--- src/bpu_pkg.sv ---
package bpu_pkg;

    // ------------------------------------------------------------------------
    // Widths
    // ------------------------------------------------------------------------

    localparam int XLEN = 32;

    // ------------------------------------------------------------------------
    // Target buffer operations
    // ------------------------------------------------------------------------

    typedef enum logic [1:0] {
        NONE   = 2'd0,
        ADD    = 2'd1,
        UPDATE = 2'd2,
        REMOVE = 2'd3
    } btb_op_t;

    // ------------------------------------------------------------------------
    // Bundles passed between the stages
    // ------------------------------------------------------------------------

    // One prediction in flight through decode and execute
    typedef struct packed {
        logic            valid;
        logic [XLEN-1:0] pc;
        logic            pred_taken;
        logic [XLEN-1:0] pred_target;
    } fetch_slot_t;

    // Outcome of the item in the execute slot
    typedef struct packed {
        logic            valid;
        logic            is_branch;
        logic            taken;
        logic [XLEN-1:0] target;
    } resolve_t;

    typedef struct packed {
        logic            valid;
        logic [XLEN-1:0] target;
    } redirect_t;

    typedef struct packed {
        btb_op_t         op;
        logic [XLEN-1:0] pc;
        logic [XLEN-1:0] target;
    } btb_write_t;

    typedef struct packed {
        logic            valid;
        logic [XLEN-1:0] pc;
        logic            taken;
    } bht_update_t;

endpackage

--- src/branch_history_table.sv ---
module branch_history_table
    import bpu_pkg::*;
#(
    parameter int BHT_INDEX_BITS = 7
)
(
    input  logic            CPU_CLK,
    input  logic            CPU_RST,
    input  logic [XLEN-1:0] lookup_pc,
    input  bht_update_t     bht_upd,
    output logic            counter_taken
);

    localparam int ENTRIES = 2 ** BHT_INDEX_BITS;

    logic [1:0] cnt_q [ENTRIES];

    logic [BHT_INDEX_BITS-1:0] lookup_idx;
    logic [BHT_INDEX_BITS-1:0] upd_idx;
    logic [1:0]                upd_cnt;

    assign lookup_idx = lookup_pc[BHT_INDEX_BITS+1:2];
    assign upd_idx    = bht_upd.pc[BHT_INDEX_BITS+1:2];
    assign upd_cnt    = cnt_q[upd_idx];

    // Upper bit of the counter is the prediction
    assign counter_taken = cnt_q[lookup_idx][1];

    always_ff @(posedge CPU_CLK or posedge CPU_RST)
    begin
        if (CPU_RST)
        begin
            // Weakly not taken
            for (int i = 0; i < ENTRIES; i++)
            begin
                cnt_q[i] <= 2'd1;
            end
        end
        else if (bht_upd.valid)
        begin
            if (bht_upd.taken && (upd_cnt != 2'd3))
                cnt_q[upd_idx] <= upd_cnt + 2'd1;
            else if (!bht_upd.taken && (upd_cnt != 2'd0))
                cnt_q[upd_idx] <= upd_cnt - 2'd1;
        end
    end

    // Counter moves with the outcome and never wraps past 0 or 3
    assert property (@(posedge CPU_CLK) disable iff (CPU_RST)
        bht_upd.valid |=> ($past(bht_upd.taken) ?
            ({1'b0, cnt_q[$past(upd_idx)]} >= {1'b0, $past(upd_cnt)}) :
            ({1'b0, cnt_q[$past(upd_idx)]} <= {1'b0, $past(upd_cnt)})));

endmodule

--- config.mk ---
export PLATFORM = sky130hd
export DESIGN_NAME = branch_history_table
export DESIGN_NICKNAME = d
export VERILOG_FILES = /design/src/bpu_pkg.sv /design/src/branch_history_table.sv
export SDC_FILE = /design/constraint.sdc
export NUM_CORES = 1
export LEC_CHECK = 0
export ABC_CLOCK_PERIOD_IN_PS = 15800
export BUFFER_PORTS_ARGS = -buffer_cell sky130_fd_sc_hd__buf_2
export CAP_MARGIN = 15
export CORE_MARGIN = 2
export CORE_UTILIZATION = 55
export CTS_CLUSTER_DIAMETER = 40
export CTS_CLUSTER_SIZE = 30
export DETAILED_ROUTE_END_ITERATION = 6
export PLACE_DENSITY = 0.77
export SLEW_MARGIN = 10
export SYNTH_ARGS = -nofsm -noshare
export SYNTH_HDL_FRONTEND = slang
export SYNTH_SLANG_ARGS = --single-unit
--- constraint.sdc ---
create_clock -name CPU_CLK -period 15.8 [get_ports CPU_CLK]
set_input_delay 1.58 -clock CPU_CLK [delete_from_list [all_inputs] [get_ports CPU_CLK]]
set_output_delay 1.58 -clock CPU_CLK [all_outputs]
set_load 0.03 [all_outputs]
After elaboration in Yosys (flattened, before gate mapping)
Index checks and enable logic that the tools add are counted.
Widths: inputs -> output; s select.
{ "classes": {"add_sub_neg": 2, "n_lt_le_gt_ge": 3, "eq_ne": 1, "muxes": 12, "n_bitwise": 2, "n_reduce_logical": 7} }
{ "op_table": {"columns": ["operator", "count"], "rows": [
  ["$bwmux 256", 2],
  ["$mux 256", 2],
  ["$bmux 2 s7", 2],
  ["$ge 8x8->1 const B", 2],
  ["$not 7->8", 2],
  ["$demux 2 s7", 1],
  ["$mux 2", 5],
  ["$lt 8x1->1 const B", 1],
  ["$reduce_bool 2->1", 2],
  ["$logic_and 1x1->1", 3],
  ["$add 2x1->2 const B", 1],
  ["$ne 2x2->1 const B", 1],
  ["$reduce_and 2->1", 1],
  ["$sub 2x1->2 const B", 1],
  ["$logic_not 1->1", 1]
]} }
{ "totals": {"reg_bits": 256, "input_bits": 68, "elab_cells": 155} }

Logic depth before layout (Yosys ltp)
Gate-level depths: netlist (run 1).
{ "logic_depth": {"ltp_word": 8, "mapped_depth": 17} }

Worst setup path after synthesis (run 1)
Ideal clock, no wire load.
{ "synth_timing": {"path_kind": "input port to output port", "startpoint": "input lookup_pc[2]", "endpoint": "output counter_taken", "arrival_time_ns": 3.634, "required_ns": 14.220, "path_slack_ns": 10.586, "stages": 7, "path_cell_list": "buf_2 > buf_4 > mux4_2 > mux4_2 > mux4_2 > mux2i_1 > inv_1"} }
{ "synth_via": {"elab_chain_len": 4} }
{ "synth_rtl": {"columns": ["element", "line_no", "text"], "rows": [
  ["start, declared", "branch_history_table.sv:9", "input logic [XLEN-1:0] lookup_pc,"],
  ["$not 7->8 (implied by the code)", "branch_history_table.sv:27", "assign counter_taken = cnt_q[lookup_idx][1];"],
  ["$bmux 2 s7", "branch_history_table.sv:27", null],
  ["$mux 2 (implied by the code) (2 in series)", "branch_history_table.sv:27", null],
  ["end, declared", "branch_history_table.sv:11", "output logic counter_taken"]
]} }
Every way passes these cells. The select of a mux whose other input is x is not followed.

Worst setup path after layout (run 1)
{ "layout_timing": {"startpoint": "input bht_upd[5] in the netlist's numbering", "endpoint": "register cnt_q[243] in the netlist's numbering"} }
{ "layout_via": {"elab_chain_len": 8} }
{ "layout_rtl": {"columns": ["element", "line_no", "text"], "rows": [
  ["start, declared", "branch_history_table.sv:10", "input bht_update_t bht_upd,"],
  ["$not 7->8 (implied by the code) (*)", "branch_history_table.sv:24, branch_history_table.sv:42, branch_history_table.sv:44", null],
  ["$bmux 2 s7 (tied with other cells)", "branch_history_table.sv:24", "assign upd_cnt = cnt_q[upd_idx];"],
  ["$mux 2 (implied by the code) / $logic_and 1x1->1 (equally long branches)", "branch_history_table.sv:24, branch_history_table.sv:42, branch_history_table.sv:44", null],
  ["$mux 2, on equally long branches", "branch_history_table.sv:24, branch_history_table.sv:42, branch_history_table.sv:44", null],
  ["$sub 2x1->2 (tied with other cells)", "branch_history_table.sv:44", "cnt_q[upd_idx] <= upd_cnt - 2'd1;"],
  ["$bwmux 256 (tied with other cells)", "branch_history_table.sv:44", null],
  ["$mux 256 / $reduce_bool 2->1 (equally long branches)", null, null],
  ["$mux 256 / $reduce_and 2->1 (equally long branches)", null, null],
  ["end signal, assigned by index", "branch_history_table.sv:42", "cnt_q[upd_idx] <= upd_cnt + 2'd1;"],
  ["end signal, assigned by index", "branch_history_table.sv:44", null],
  ["end, declared", "branch_history_table.sv:16", "logic [1:0] cnt_q [ENTRIES];"]
]} }
Every way passes the cells marked *; elsewhere a longest branch is shown, timed or not. The select of a mux whose other input is x is not followed.
A chain may end at the register's enable or synchronous reset.

==> reports/summary.txt, run 1 <==
Kind of end point of the critical path: register
Sequential share of the synthesized area: 48.7%
Cell Area, Placed: 13800 um^2
Worst rel slew slack: 18.6%
Total number of vias: 9656
Number of global-route vias before repair: 10100
Required time of the critical path: 16.19 ns
Number of violations of the max-capacitance limit: 0
Cts hold-fix bufs: 0
H-tree Lvls: 2
Ratio of final minimum period to clock period: 44.7%
Final setup violation count: 0
Startpoint Class: input pin
Final Max Slew Viols: 0
CTS tree: yes
GR Overflow Total: 0
Number of storage elements in the synthesis netlist: 256
Ys flop type: sky130_fd_sc_hd__dfstp_2
Leakage Power: 6.27 nW
Iteration-0 DRC count of the detailed router: 1028
Ratio of cells with drive above 1 in the final layout: 53.1%
Post-cts resize count: 0
Ratio of total power to cell area: 123 nW/um^2
Number of hold violations in the final report: 0
Top library cells by usage in the layout, fill and taps aside: sky130_fd_sc_hd__mux2_2, sky130_fd_sc_hd__nor2_1, sky130_fd_sc_hd__dfstp_2, sky130_fd_sc_hd__dfrtp_1, sky130_fd_sc_hd__a221oi_1
Placement row count: 57
Worst setup margin: 8.73 ns
Clock-pin slew reported for the worst setup and hold paths after clock tree synthesis: 0.05 ns
Area share of the leading cell type in the synthesized netlist: 24.9%
Ranking of synthesized cells by area: sky130_fd_sc_hd__dfstp_2, sky130_fd_sc_hd__dfrtp_1, sky130_fd_sc_hd__mux2_2, sky130_fd_sc_hd__mux4_2, sky130_fd_sc_hd__nor2_1
Post-Route Skew: 0.0145 ns
HPWL after DPL: 22500 um
Total die area: 25800 um^2
Final RePlAce weighted congestion: 0.897
Number of clock sinks: 256
Net count after synthesis: 1118
Total non-filler cell area in the finished layout: 15100 um^2
Max Clk Rate: 0.141 GHz
Number of buffers added on ports: 18
Filler cell count in the final layout: 1838
Critical Path AT: 7.46 ns
Total Nets Final: 1117
DRC viols: 0
Post-detailed-routing wire length: 38800 um
Number of placed I/O pins: 69
Wire length of the first global-routing pass: 60300 um
Post-synth EDFFs: 0
Maximum number of pins on one net before global-route repair: 115
Master cell of the clock root buffer: sky130_fd_sc_hd__clkbuf_16
Highest net fanout along the worst path: 56
Clock tree buffer depth: 3
Shortest clock period the worst path allows after layout: 7.07 ns
Initial core utilization: 55.8%
Remaining antenna violation count: 0
Post-CTS setup repair buffer count: 0
Class of the tightest hold or removal check: register to register
Vias per cell: 6.90
Transition at the pin with the smallest max-transition slack: 1.22 ns
Clock latency of the later-clocked register in the worst-skew pair: 0.52 ns
Routed WL per cell: 27.8 um
Synthesis warning total: 0
Unrepaired setup endpoints after global routing: false
Path type of the worst setup path: input pin to register
Syn Inst Count: 1048
Total negative slack: 0 ns
# diodes: 0
Worst vdd ir: 81.9 uV
Layout Utilization: 62.4%
Most area-hungry cell type in the Yosys netlist: sky130_fd_sc_hd__dfstp_2
Die W: 161 um
Status: completed
Die Y: 161 um
Setup WS pre-CTS: 8.48 ns
Synth-to-layout area growth: 11.8%
Commonest non-fill, non-tap cell in the layout: sky130_fd_sc_hd__mux2_2
Combined global-route utilization of all metal layers: 30.8%
Combined area of the multi-input logic cells: 6490 um^2
Total CTS buffers: 37
Synthesized area per cell: 12.9 um^2
Number of search-and-repair iterations in the first detailed-routing pass: 5
CORE AREA: 24200 um^2
Worst hold slack: 0.525 ns
Combined flip-flop and latch cell area: 6570 um^2
Netlist area before placement: 13500 um^2
Library cells used by synthesis: 54
Initial antenna violation count: 0
Post-synthesis async set-or-reset flop share: 100%
## cell usage after synthesis, types with 3 or more instances
| cell type | instances |
|---|---|
| sky130_fd_sc_hd__buf_2 | 31 |
| sky130_fd_sc_hd__inv_1 | 12 |
| sky130_fd_sc_hd__o211ai_1 | 6 |
| sky130_fd_sc_hd__mux2_2 | 274 |
| sky130_fd_sc_hd__a221o_1 | 7 |
| sky130_fd_sc_hd__o22ai_1 | 5 |
| sky130_fd_sc_hd__nor3_1 | 4 |
| sky130_fd_sc_hd__or3b_2 | 4 |
| sky130_fd_sc_hd__nand3b_1 | 3 |
| sky130_fd_sc_hd__dfrtp_1 | 128 |
| sky130_fd_sc_hd__buf_1 | 4 |
| sky130_fd_sc_hd__o21ai_0 | 9 |
| sky130_fd_sc_hd__dfstp_2 | 128 |
| sky130_fd_sc_hd__a221oi_1 | 57 |
| sky130_fd_sc_hd__nor2_1 | 144 |
| sky130_fd_sc_hd__mux2i_1 | 5 |
| sky130_fd_sc_hd__clkbuf_1 | 34 |
| sky130_fd_sc_hd__nand3_1 | 7 |
| sky130_fd_sc_hd__a21oi_1 | 9 |
| sky130_fd_sc_hd__a22oi_1 | 17 |
| sky130_fd_sc_hd__o2bb2ai_1 | 3 |
| sky130_fd_sc_hd__mux4_2 | 55 |
| sky130_fd_sc_hd__nand2_1 | 37 |
| sky130_fd_sc_hd__nor2b_1 | 5 |
| sky130_fd_sc_hd__a22o_1 | 5 |
| sky130_fd_sc_hd__a31oi_1 | 3 |
| sky130_fd_sc_hd__buf_4 | 10 |
| sky130_fd_sc_hd__o221ai_1 | 4 |
## power breakdown
group / switching, W / internal [W]
Combinational: 0.000143 / 0.0000956
Sequential: 0.0000368 / 0.000723
Clock: 0.000300 / 0.000554
Total: 0.000481 / 0.00137
## metrics by stage
step	std cells	total power, W
after floorplan	1048	0.000925
after global placement	1332	0.000993
after detailed placement	1332	0.00100
after CTS	1399	0.00186
after global routing	1399	0.00191
final	1399	0.00185
## worst paths after layout
path,cells after the start,endpoint,slack [ns],start
max,15,cnt_q[243]$_DFFE_PP0P_,8.73,bht_upd[5]
min,1,cnt_q[209]$_DFFE_PP0P_,0.52,cnt_q[209]$_DFFE_PP0P_
max reg2reg,14,cnt_q[243]$_DFFE_PP0P_,10.97,register
min reg2reg,1,cnt_q[209]$_DFFE_PP0P_,0.52,cnt_q[209]$_DFFE_PP0P_
max in group asynchronous,4,cnt_q[81]$_DFFE_PP0P_,12.33,CPU_RST
min in group asynchronous,2,cnt_q[79]$_DFFE_PP0P_,1.20,CPU_RST
## final cells by class
cell class                 instances  area share, %
sequential                       256           43.5
multi-input combinational        697           43.0
clock buffer                      54           7.38
tap                              324           2.69
clock inverter                    13           1.19
inverter                          13          0.373
timing repair buffer              42           1.79
## kinds of logic after synthesis
family	count (synthesis)	synth area share [%]
AOI/OAI and AO/OA	145	8.69
xor gates and xnor gates	1	0.0649
adders and majority gates	2	0.185
buffers and inverters	95	3.28
DFF	256	48.7
muxes	334	32.4
and+or+nand+nor	215	6.67
## worst max-delay path, cell delays in order
cell and delay [ns]:
sky130_fd_sc_hd__buf_2 0.08, sky130_fd_sc_hd__buf_4 0.66, sky130_fd_sc_hd__clkinv_1 0.96, sky130_fd_sc_hd__a221oi_1 0.54, sky130_fd_sc_hd__a21oi_1 0.09, sky130_fd_sc_hd__o311a_1 0.40
sky130_fd_sc_hd__a21oi_1 0.30, sky130_fd_sc_hd__a311oi_1 0.15, sky130_fd_sc_hd__ha_1 0.22, sky130_fd_sc_hd__nor2b_1 0.23, sky130_fd_sc_hd__o21ai_0 0.30, sky130_fd_sc_hd__nor3_1 0.81
sky130_fd_sc_hd__nand2_1 0.43, sky130_fd_sc_hd__nor2_1 0.30, sky130_fd_sc_hd__mux2_2 0.37
## layer usage
layer / routed length [um] / GRT usage (%) / up-vias
li1: - / - / 3953
met2: 17800 / 47.9 / 540
met4: 1860 / 13.1 / 0
met5: 0 / 0 / -
met1: 15200 / 41.4 / 5015
met3: 3920 / 7.70 / 148
Note: power is estimated with default switching activity, not from simulation.
==> run 2, diff against run 1 <==
Settings changed: ABC_CLOCK_PERIOD_IN_PS 15800 to 6250, PLACE_DENSITY 0.77 to 0.8.
Clock period 15.8 ns to 6.25 ns, I/O delays scaled along.
==> reports/summary.txt, run 2 (synthesized netlist as in run 1, its figures left out) <==
Number of hold violations in the final report: 0 (unchanged)
Layout Utilization: 62.9% (was 62.4%)
Top library cells by usage in the layout, fill and taps aside: sky130_fd_sc_hd__mux2_2, sky130_fd_sc_hd__nor2_1, sky130_fd_sc_hd__dfstp_2, sky130_fd_sc_hd__dfrtp_1, sky130_fd_sc_hd__a221oi_1 (unchanged)
Critical Path AT: 5.73 ns (was 7.46 ns)
Post-CTS setup repair buffer count: 0 (unchanged)
Worst hold slack: 0.297 ns (was 0.525 ns)
# diodes: 0 (unchanged)
Max Clk Rate: 0.188 GHz
Path type of the worst setup path: input pin to register (unchanged)
Cell Area, Placed: 13900 um^2 (was 13800 um^2)
Remaining antenna violation count: 0 (unchanged)
Total non-filler cell area in the finished layout: 15200 um^2 (was 15100 um^2)
Part of the total power dissipated in combinational logic: 12.8% (was 12.9%)
Power dissipated by switching net loads: 0.00125 W (was 0.000481 W)
Total negative slack: 0 ns (unchanged)
Number of placed I/O pins: 69 (unchanged)
Int Pwr: 0.00348 W (was 0.00137 W)
Synth-to-layout area growth: 12.7% (was 11.8%)
Wire length of the first global-routing pass: 60200 um (was 60300 um)
Ratio of cells with drive above 1 in the final layout: 53.8% (was 53.1%)
Ratio of final minimum period to clock period: 85.3%
Ratio of total power to cell area: 311 nW/um^2 (was 123 nW/um^2)
GR Overflow Total: 0 (unchanged)
Final Max Slew Viols: 0 (unchanged)
Worst setup margin: 0.917 ns (was 8.73 ns)
Transition at the pin with the smallest max-transition slack: 1.23 ns (was 1.22 ns)
Number of search-and-repair iterations in the first detailed-routing pass: 5 (unchanged)
Routed WL per cell: 27.6 um (was 27.8 um)
Clk pwr share: 46.5% (was 46.1%)
Die Y: 161 um (unchanged)
Total die area: 25800 um^2 (unchanged)
Number of violations of the max-capacitance limit: 0 (unchanged)
Total CTS buffers: 38 (was 37)
CTS tree: yes (unchanged)
Class of the tightest hold or removal check: input pin to async pin (was register to register)
Maximum number of pins on one net before global-route repair: 133 (was 115)
Die W: 161 um (unchanged)
Highest net fanout along the worst path: 26 (was 56)
Initial core utilization: 55.8% (unchanged)
Placement row count: 57 (unchanged)
Commonest non-fill, non-tap cell in the layout: sky130_fd_sc_hd__mux2_2 (unchanged)
Cts hold-fix bufs: 0 (unchanged)
Initial antenna violation count: 2 (was 0)
Startpoint Class: input pin (unchanged)
Number of clock sinks: 256 (unchanged)
DRC viols: 0 (unchanged)
Total Nets Final: 1128 (was 1117)
Number of buffers added on ports: 18 (unchanged)
Worst rel slew slack: 18.1% (was 18.6%)
CORE AREA: 24200 um^2 (unchanged)
Clock-pin slew reported for the worst setup and hold paths after clock tree synthesis: 0.06 ns (was 0.05 ns)
Critical path origin: bht_upd[3] (was bht_upd[5])
H-tree Lvls: 2 (unchanged)
Final setup violation count: 0 (unchanged)
Iteration-0 DRC count of the detailed router: 1085 (was 1028)
Combined global-route utilization of all metal layers: 30.8% (about the same)
Switching part of the total: 26.4% (was 25.9%)
Shortest clock period the worst path allows after layout: 5.33 ns
Sequential share of power: 40.7% (was 41.0%)
Launching point of the worst reg2reg path: cnt_q[67]$_DFFE_PP0P_
Clock latency of the later-clocked register in the worst-skew pair: 0.53 ns (was 0.52 ns)
Required time of the critical path: 6.65 ns (was 16.19 ns)
Worst vdd ir: 196 uV (was 81.9 uV)
Post-cts resize count: 0 (unchanged)
Setup WS pre-CTS: 0.618 ns (was 8.48 ns)
Number of global-route vias before repair: 10100 (about the same)
Total number of vias: 9787 (was 9656)
Unrepaired setup endpoints after global routing: false (unchanged)
Clock tree buffer depth: 3 (unchanged)
Status: completed (unchanged)
Kind of end point of the critical path: register (unchanged)
Final RePlAce weighted congestion: 0.952 (was 0.897)
Leakage Power: 6.33 nW (was 6.27 nW)
Post-Route Skew: 0.0196 ns (was 0.0145 ns)
Post-detailed-routing wire length: 39000 um (was 38800 um)
Master cell of the clock root buffer: sky130_fd_sc_hd__clkbuf_16 (unchanged)
Vias per cell: 6.93 (was 6.90)
HPWL after DPL: 23700 um (was 22500 um)
run 2: cell count changes in the layout (fill, tap and decap cells not counted), sizes merged:
| cell | before | now |
|---|---|---|
| buf | 42 | 52 |
| clkinvlp | 1 | 5 |
| bufinv | 4 | 3 |
| clkbuf | 54 | 53 |
| clkinv | 7 | 8 |
run 2: final cells by class:
type | instances | area, um^2
clock buffers | 53 | 1140
multi-input cells | 697 | 6490
inverters | 13 | 52.6
flip-flops and latches | 256 | 6570
fillers | 1759 | 8980
repair buffers | 52 | 358
well taps | 324 | 405
clock inverters | 17 | 189
run 2: final timing paths:
| kind | endpoint | slack, ns | depth (start not counted) |
|---|---|---|---|
| hold reg to reg | cnt_q[73]$_DFFE_PP0P_ | 0.53 | 1 |
| min in group CPU_CLK | cnt_q[73]$_DFFE_PP0P_ | 0.53 | 1 |
| hold / removal | cnt_q[71]$_DFFE_PP0P_ | 0.30 | 3 |
| setup / recovery | cnt_q[17]$_DFFE_PP0P_ | 0.92 | 15 |
| max in group asynchronous | cnt_q[243]$_DFFE_PP0P_ | 4.49 | 4 |
| setup reg to reg | cnt_q[17]$_DFFE_PP0P_ | 1.84 | 12 |
run 2: stage by stage:
step	power [W]	instances
after floorplan	0.00234	1048
after CTS	0.00473	1412
after global placement	0.00251	1342
after detailed placement	0.00253	1342
after global routing	0.00487	1412
final	0.00473	1412
run 2: power groups by stage:
stage	sequential [W]	combinational, W	clock (W)
after global placement	0.00193	0.000576	0
after global routing	0.00194	0.000639	0.00229
after CTS	0.00192	0.000594	0.00222
after detailed placement	0.00195	0.000590	0
after floorplan	0.00191	0.000431	0
final	0.00193	0.000605	0.00220
run 2: layer usage:
metal | global-route usage [%] | part of all wire, %
met1 | 41.3 | 39
met2 | 47.0 | 46
met3 | 6.97 | 9.5
met4 | 16.3 | 5.6
met5 | 0 | 0.069
run 2: critical path: stages:
cell                       delay (ns)
sky130_fd_sc_hd__buf_2           0.32
sky130_fd_sc_hd__and2_0          0.52
sky130_fd_sc_hd__buf_4           0.32
sky130_fd_sc_hd__a221oi_1        0.40
sky130_fd_sc_hd__o221ai_1        0.22
sky130_fd_sc_hd__a21oi_1         0.39
sky130_fd_sc_hd__o221a_2         0.43
sky130_fd_sc_hd__a21oi_1         0.07
sky130_fd_sc_hd__ha_1            0.22
sky130_fd_sc_hd__nor2b_1         0.25
sky130_fd_sc_hd__o21ai_0         0.25
sky130_fd_sc_hd__nor3_1          0.61
sky130_fd_sc_hd__nand2_1         0.40
sky130_fd_sc_hd__nor2_1          0.30
sky130_fd_sc_hd__mux2_2          0.38
==> run 3, diff against run 2 <==
Settings changed: CORE_MARGIN 2 to 4.
==> reports/summary.txt, run 3 (synthesized netlist as in run 1, its figures left out) <==
# diodes: 0 (unchanged)
Total negative slack: 0 ns (unchanged)
Total non-filler cell area in the finished layout: 15100 um^2 (was 15200 um^2)
Required time of the critical path: 6.65 ns (about the same)
Commonest non-fill, non-tap cell in the layout: sky130_fd_sc_hd__mux2_2 (unchanged)
Ratio of final minimum period to clock period: 81.7% (was 85.3%)
Cts hold-fix bufs: 0 (unchanged)
Initial core utilization: 55.6% (was 55.8%)
Total die area: 27100 um^2 (was 25800 um^2)
Total Nets Final: 1125 (was 1128)
Setup WS pre-CTS: 0.830 ns (was 0.618 ns)
Total number of vias: 9685 (was 9787)
Number of search-and-repair iterations in the first detailed-routing pass: 5 (unchanged)
Ratio of total power to cell area: 305 nW/um^2 (was 311 nW/um^2)
Number of placed I/O pins: 69 (unchanged)
Number of violations of the max-capacitance limit: 0 (unchanged)
Iteration-0 DRC count of the detailed router: 1184 (was 1085)
Max Clk Rate: 0.196 GHz (was 0.188 GHz)
Placement row count: 57 (unchanged)
Remaining antenna violation count: 0 (unchanged)
Path type of the worst setup path: input pin to register (unchanged)
Critical Path AT: 5.50 ns (was 5.73 ns)
Ratio of cells with drive above 1 in the final layout: 53.3% (was 53.8%)
Maximum number of pins on one net before global-route repair: 190 (was 133)
Synth-to-layout area growth: 11.8% (was 12.7%)
Leakage Power: 6.28 nW (was 6.33 nW)
Clock latency of the later-clocked register in the worst-skew pair: 0.52 ns (was 0.53 ns)
Total CTS buffers: 36 (was 38)
Wire length of the first global-routing pass: 58900 um (was 60200 um)
Cell Area, Placed: 13900 um^2 (about the same)
Post-detailed-routing wire length: 38000 um (was 39000 um)
Post-Route Skew: 0.0135 ns (was 0.0196 ns)
Routed WL per cell: 27.0 um (was 27.6 um)
Worst setup margin: 1.15 ns (was 0.917 ns)
Vias per cell: 6.89 (was 6.93)
Transition at the pin with the smallest max-transition slack: 1.12 ns (was 1.23 ns)
GR Overflow Total: 0 (unchanged)
CORE AREA: 24200 um^2 (about the same)
Number of buffers added on ports: 18 (unchanged)
DRC viols: 0 (unchanged)
Kind of end point of the critical path: register (unchanged)
Number of hold violations in the final report: 0 (unchanged)
Die W: 165 um (was 161 um)
Highest net fanout along the worst path: 22 (was 26)
Post-CTS setup repair buffer count: 0 (unchanged)
Top library cells by usage in the layout, fill and taps aside: sky130_fd_sc_hd__mux2_2, sky130_fd_sc_hd__nor2_1, sky130_fd_sc_hd__dfstp_2, sky130_fd_sc_hd__dfrtp_1, sky130_fd_sc_hd__a221oi_1 (unchanged)
HPWL after DPL: 23000 um (was 23700 um)
H-tree Lvls: 2 (unchanged)
Number of global-route vias before repair: 10100 (about the same)
Layout Cells excl Fill: 1405 (was 1412)
Launching point of the worst reg2reg path: cnt_q[65]$_DFFE_PP0P_ (was cnt_q[67]$_DFFE_PP0P_)
Master cell of the clock root buffer: sky130_fd_sc_hd__clkbuf_16 (unchanged)
Clock tree buffer depth: 3 (unchanged)
Class of the tightest hold or removal check: input pin to async pin (unchanged)
Worst hold slack: 0.402 ns (was 0.297 ns)
Final RePlAce weighted congestion: 0.871 (was 0.952)
Die Y: 165 um (was 161 um)
Combined global-route utilization of all metal layers: 28.5% (was 30.8%)
Final setup violation count: 0 (unchanged)
Startpoint Class: input pin (unchanged)
Final Max Slew Viols: 0 (unchanged)
Status: completed (unchanged)
Slack of the worst reg-to-reg path: 1.93 ns (was 1.84 ns)
Total instance count after detailed placement: 1341 (was 1342)
Clock-pin slew reported for the worst setup and hold paths after clock tree synthesis: 0.05 ns (was 0.06 ns)
Cell count of the worst reg-to-reg path: 12 (unchanged)
Unrepaired setup endpoints after global routing: false (unchanged)
Worst rel slew slack: 24.9% (was 18.1%)
CTS tree: yes (unchanged)
Initial antenna violation count: 0 (was 2)
Worst vdd ir: 217 uV (was 196 uV)
Shortest clock period the worst path allows after layout: 5.10 ns (was 5.33 ns)
Post-cts resize count: 0 (unchanged)
Number of clock sinks: 256 (unchanged)
Worst r2r dst: cnt_q[95]$_DFFE_PP0P_ (was cnt_q[17]$_DFFE_PP0P_)
## run 3: changes by cell type in the layout (fill, tap and decap cells not counted)
cell	previous run	this run
sky130_fd_sc_hd__clkbuf_16	41	37
sky130_fd_sc_hd__buf_4	33	31
sky130_fd_sc_hd__clkbuf_1	5	7
sky130_fd_sc_hd__clkbuf_8	7	5
sky130_fd_sc_hd__clkinvlp_4	5	3
sky130_fd_sc_hd__buf_12	1	2
sky130_fd_sc_hd__bufinv_16	3	4
sky130_fd_sc_hd__clkinv_2	5	6
sky130_fd_sc_hd__clkinv_4	2	1
sky130_fd_sc_hd__inv_6	3	2
## run 3: per-stage QoR
stage / utilization, % / total power (W)
after floorplan: - / 0.00234
after global placement: 57.2 / 0.00252
after detailed placement: 57.2 / 0.00254
after CTS: 62.2 / 0.00460
after global routing: 62.2 / 0.00474
final: 62.2 / 0.00461
## run 3: final cells by class
class,instances,area (um^2)
Tap cell,324,405
Sequential cell,256,6570
Timing Repair Buffer,51,363
Fill cell,1786,9160
Multi-Input combinational cell,697,6490
Inverter,13,52.6
Clock buffer,49,1020
Clock inverter,15,191
## run 3: how the worst max path moves through the flow
stage                        endpoint        from
3_3_place_gp    cnt_q[95]$_DFFE_PP0P_  bht_upd[5]
2_1_floorplan  cnt_q[203]$_DFFE_PP0P_  bht_upd[5]
3_5_place_dp    cnt_q[15]$_DFFE_PP0P_  bht_upd[5]
5_1_grt         cnt_q[95]$_DFFE_PP0P_  bht_upd[4]
6_report        cnt_q[95]$_DFFE_PP0P_  bht_upd[5]
4_1_cts         cnt_q[15]$_DFFE_PP0P_  bht_upd[5]
## run 3: worst max-delay path, cell delays in order
cell,delay (ns)
sky130_fd_sc_hd__buf_2,0.45
sky130_fd_sc_hd__buf_4,0.38
sky130_fd_sc_hd__and2_1,0.51
sky130_fd_sc_hd__a221oi_1,0.16
sky130_fd_sc_hd__o221a_1,0.31
sky130_fd_sc_hd__a311o_1,0.36
sky130_fd_sc_hd__a211o_1,0.37
sky130_fd_sc_hd__a21o_1,0.21
sky130_fd_sc_hd__ha_1,0.19
sky130_fd_sc_hd__nor2_1,0.07
sky130_fd_sc_hd__o21ai_0,0.19
sky130_fd_sc_hd__nor3_1,0.58
sky130_fd_sc_hd__nand2_1,0.36
sky130_fd_sc_hd__nor2_1,0.33
sky130_fd_sc_hd__mux2_2,0.38
## run 3: metal layers
layer	up-vias	GRT usage, %	wire (um)
met5	-	0	0
met4	0	13.0	1850
met3	151	5.52	3730
met2	600	45.2	17600
met1	4956	38.4	14800
li1	3978	-	-
## run 3: power by group
part	switching (W)	internal (W)
logic	0.000359	0.000252
registers	0.0000951	0.00183
clock network	0.000761	0.00131
total	0.00122	0.00339
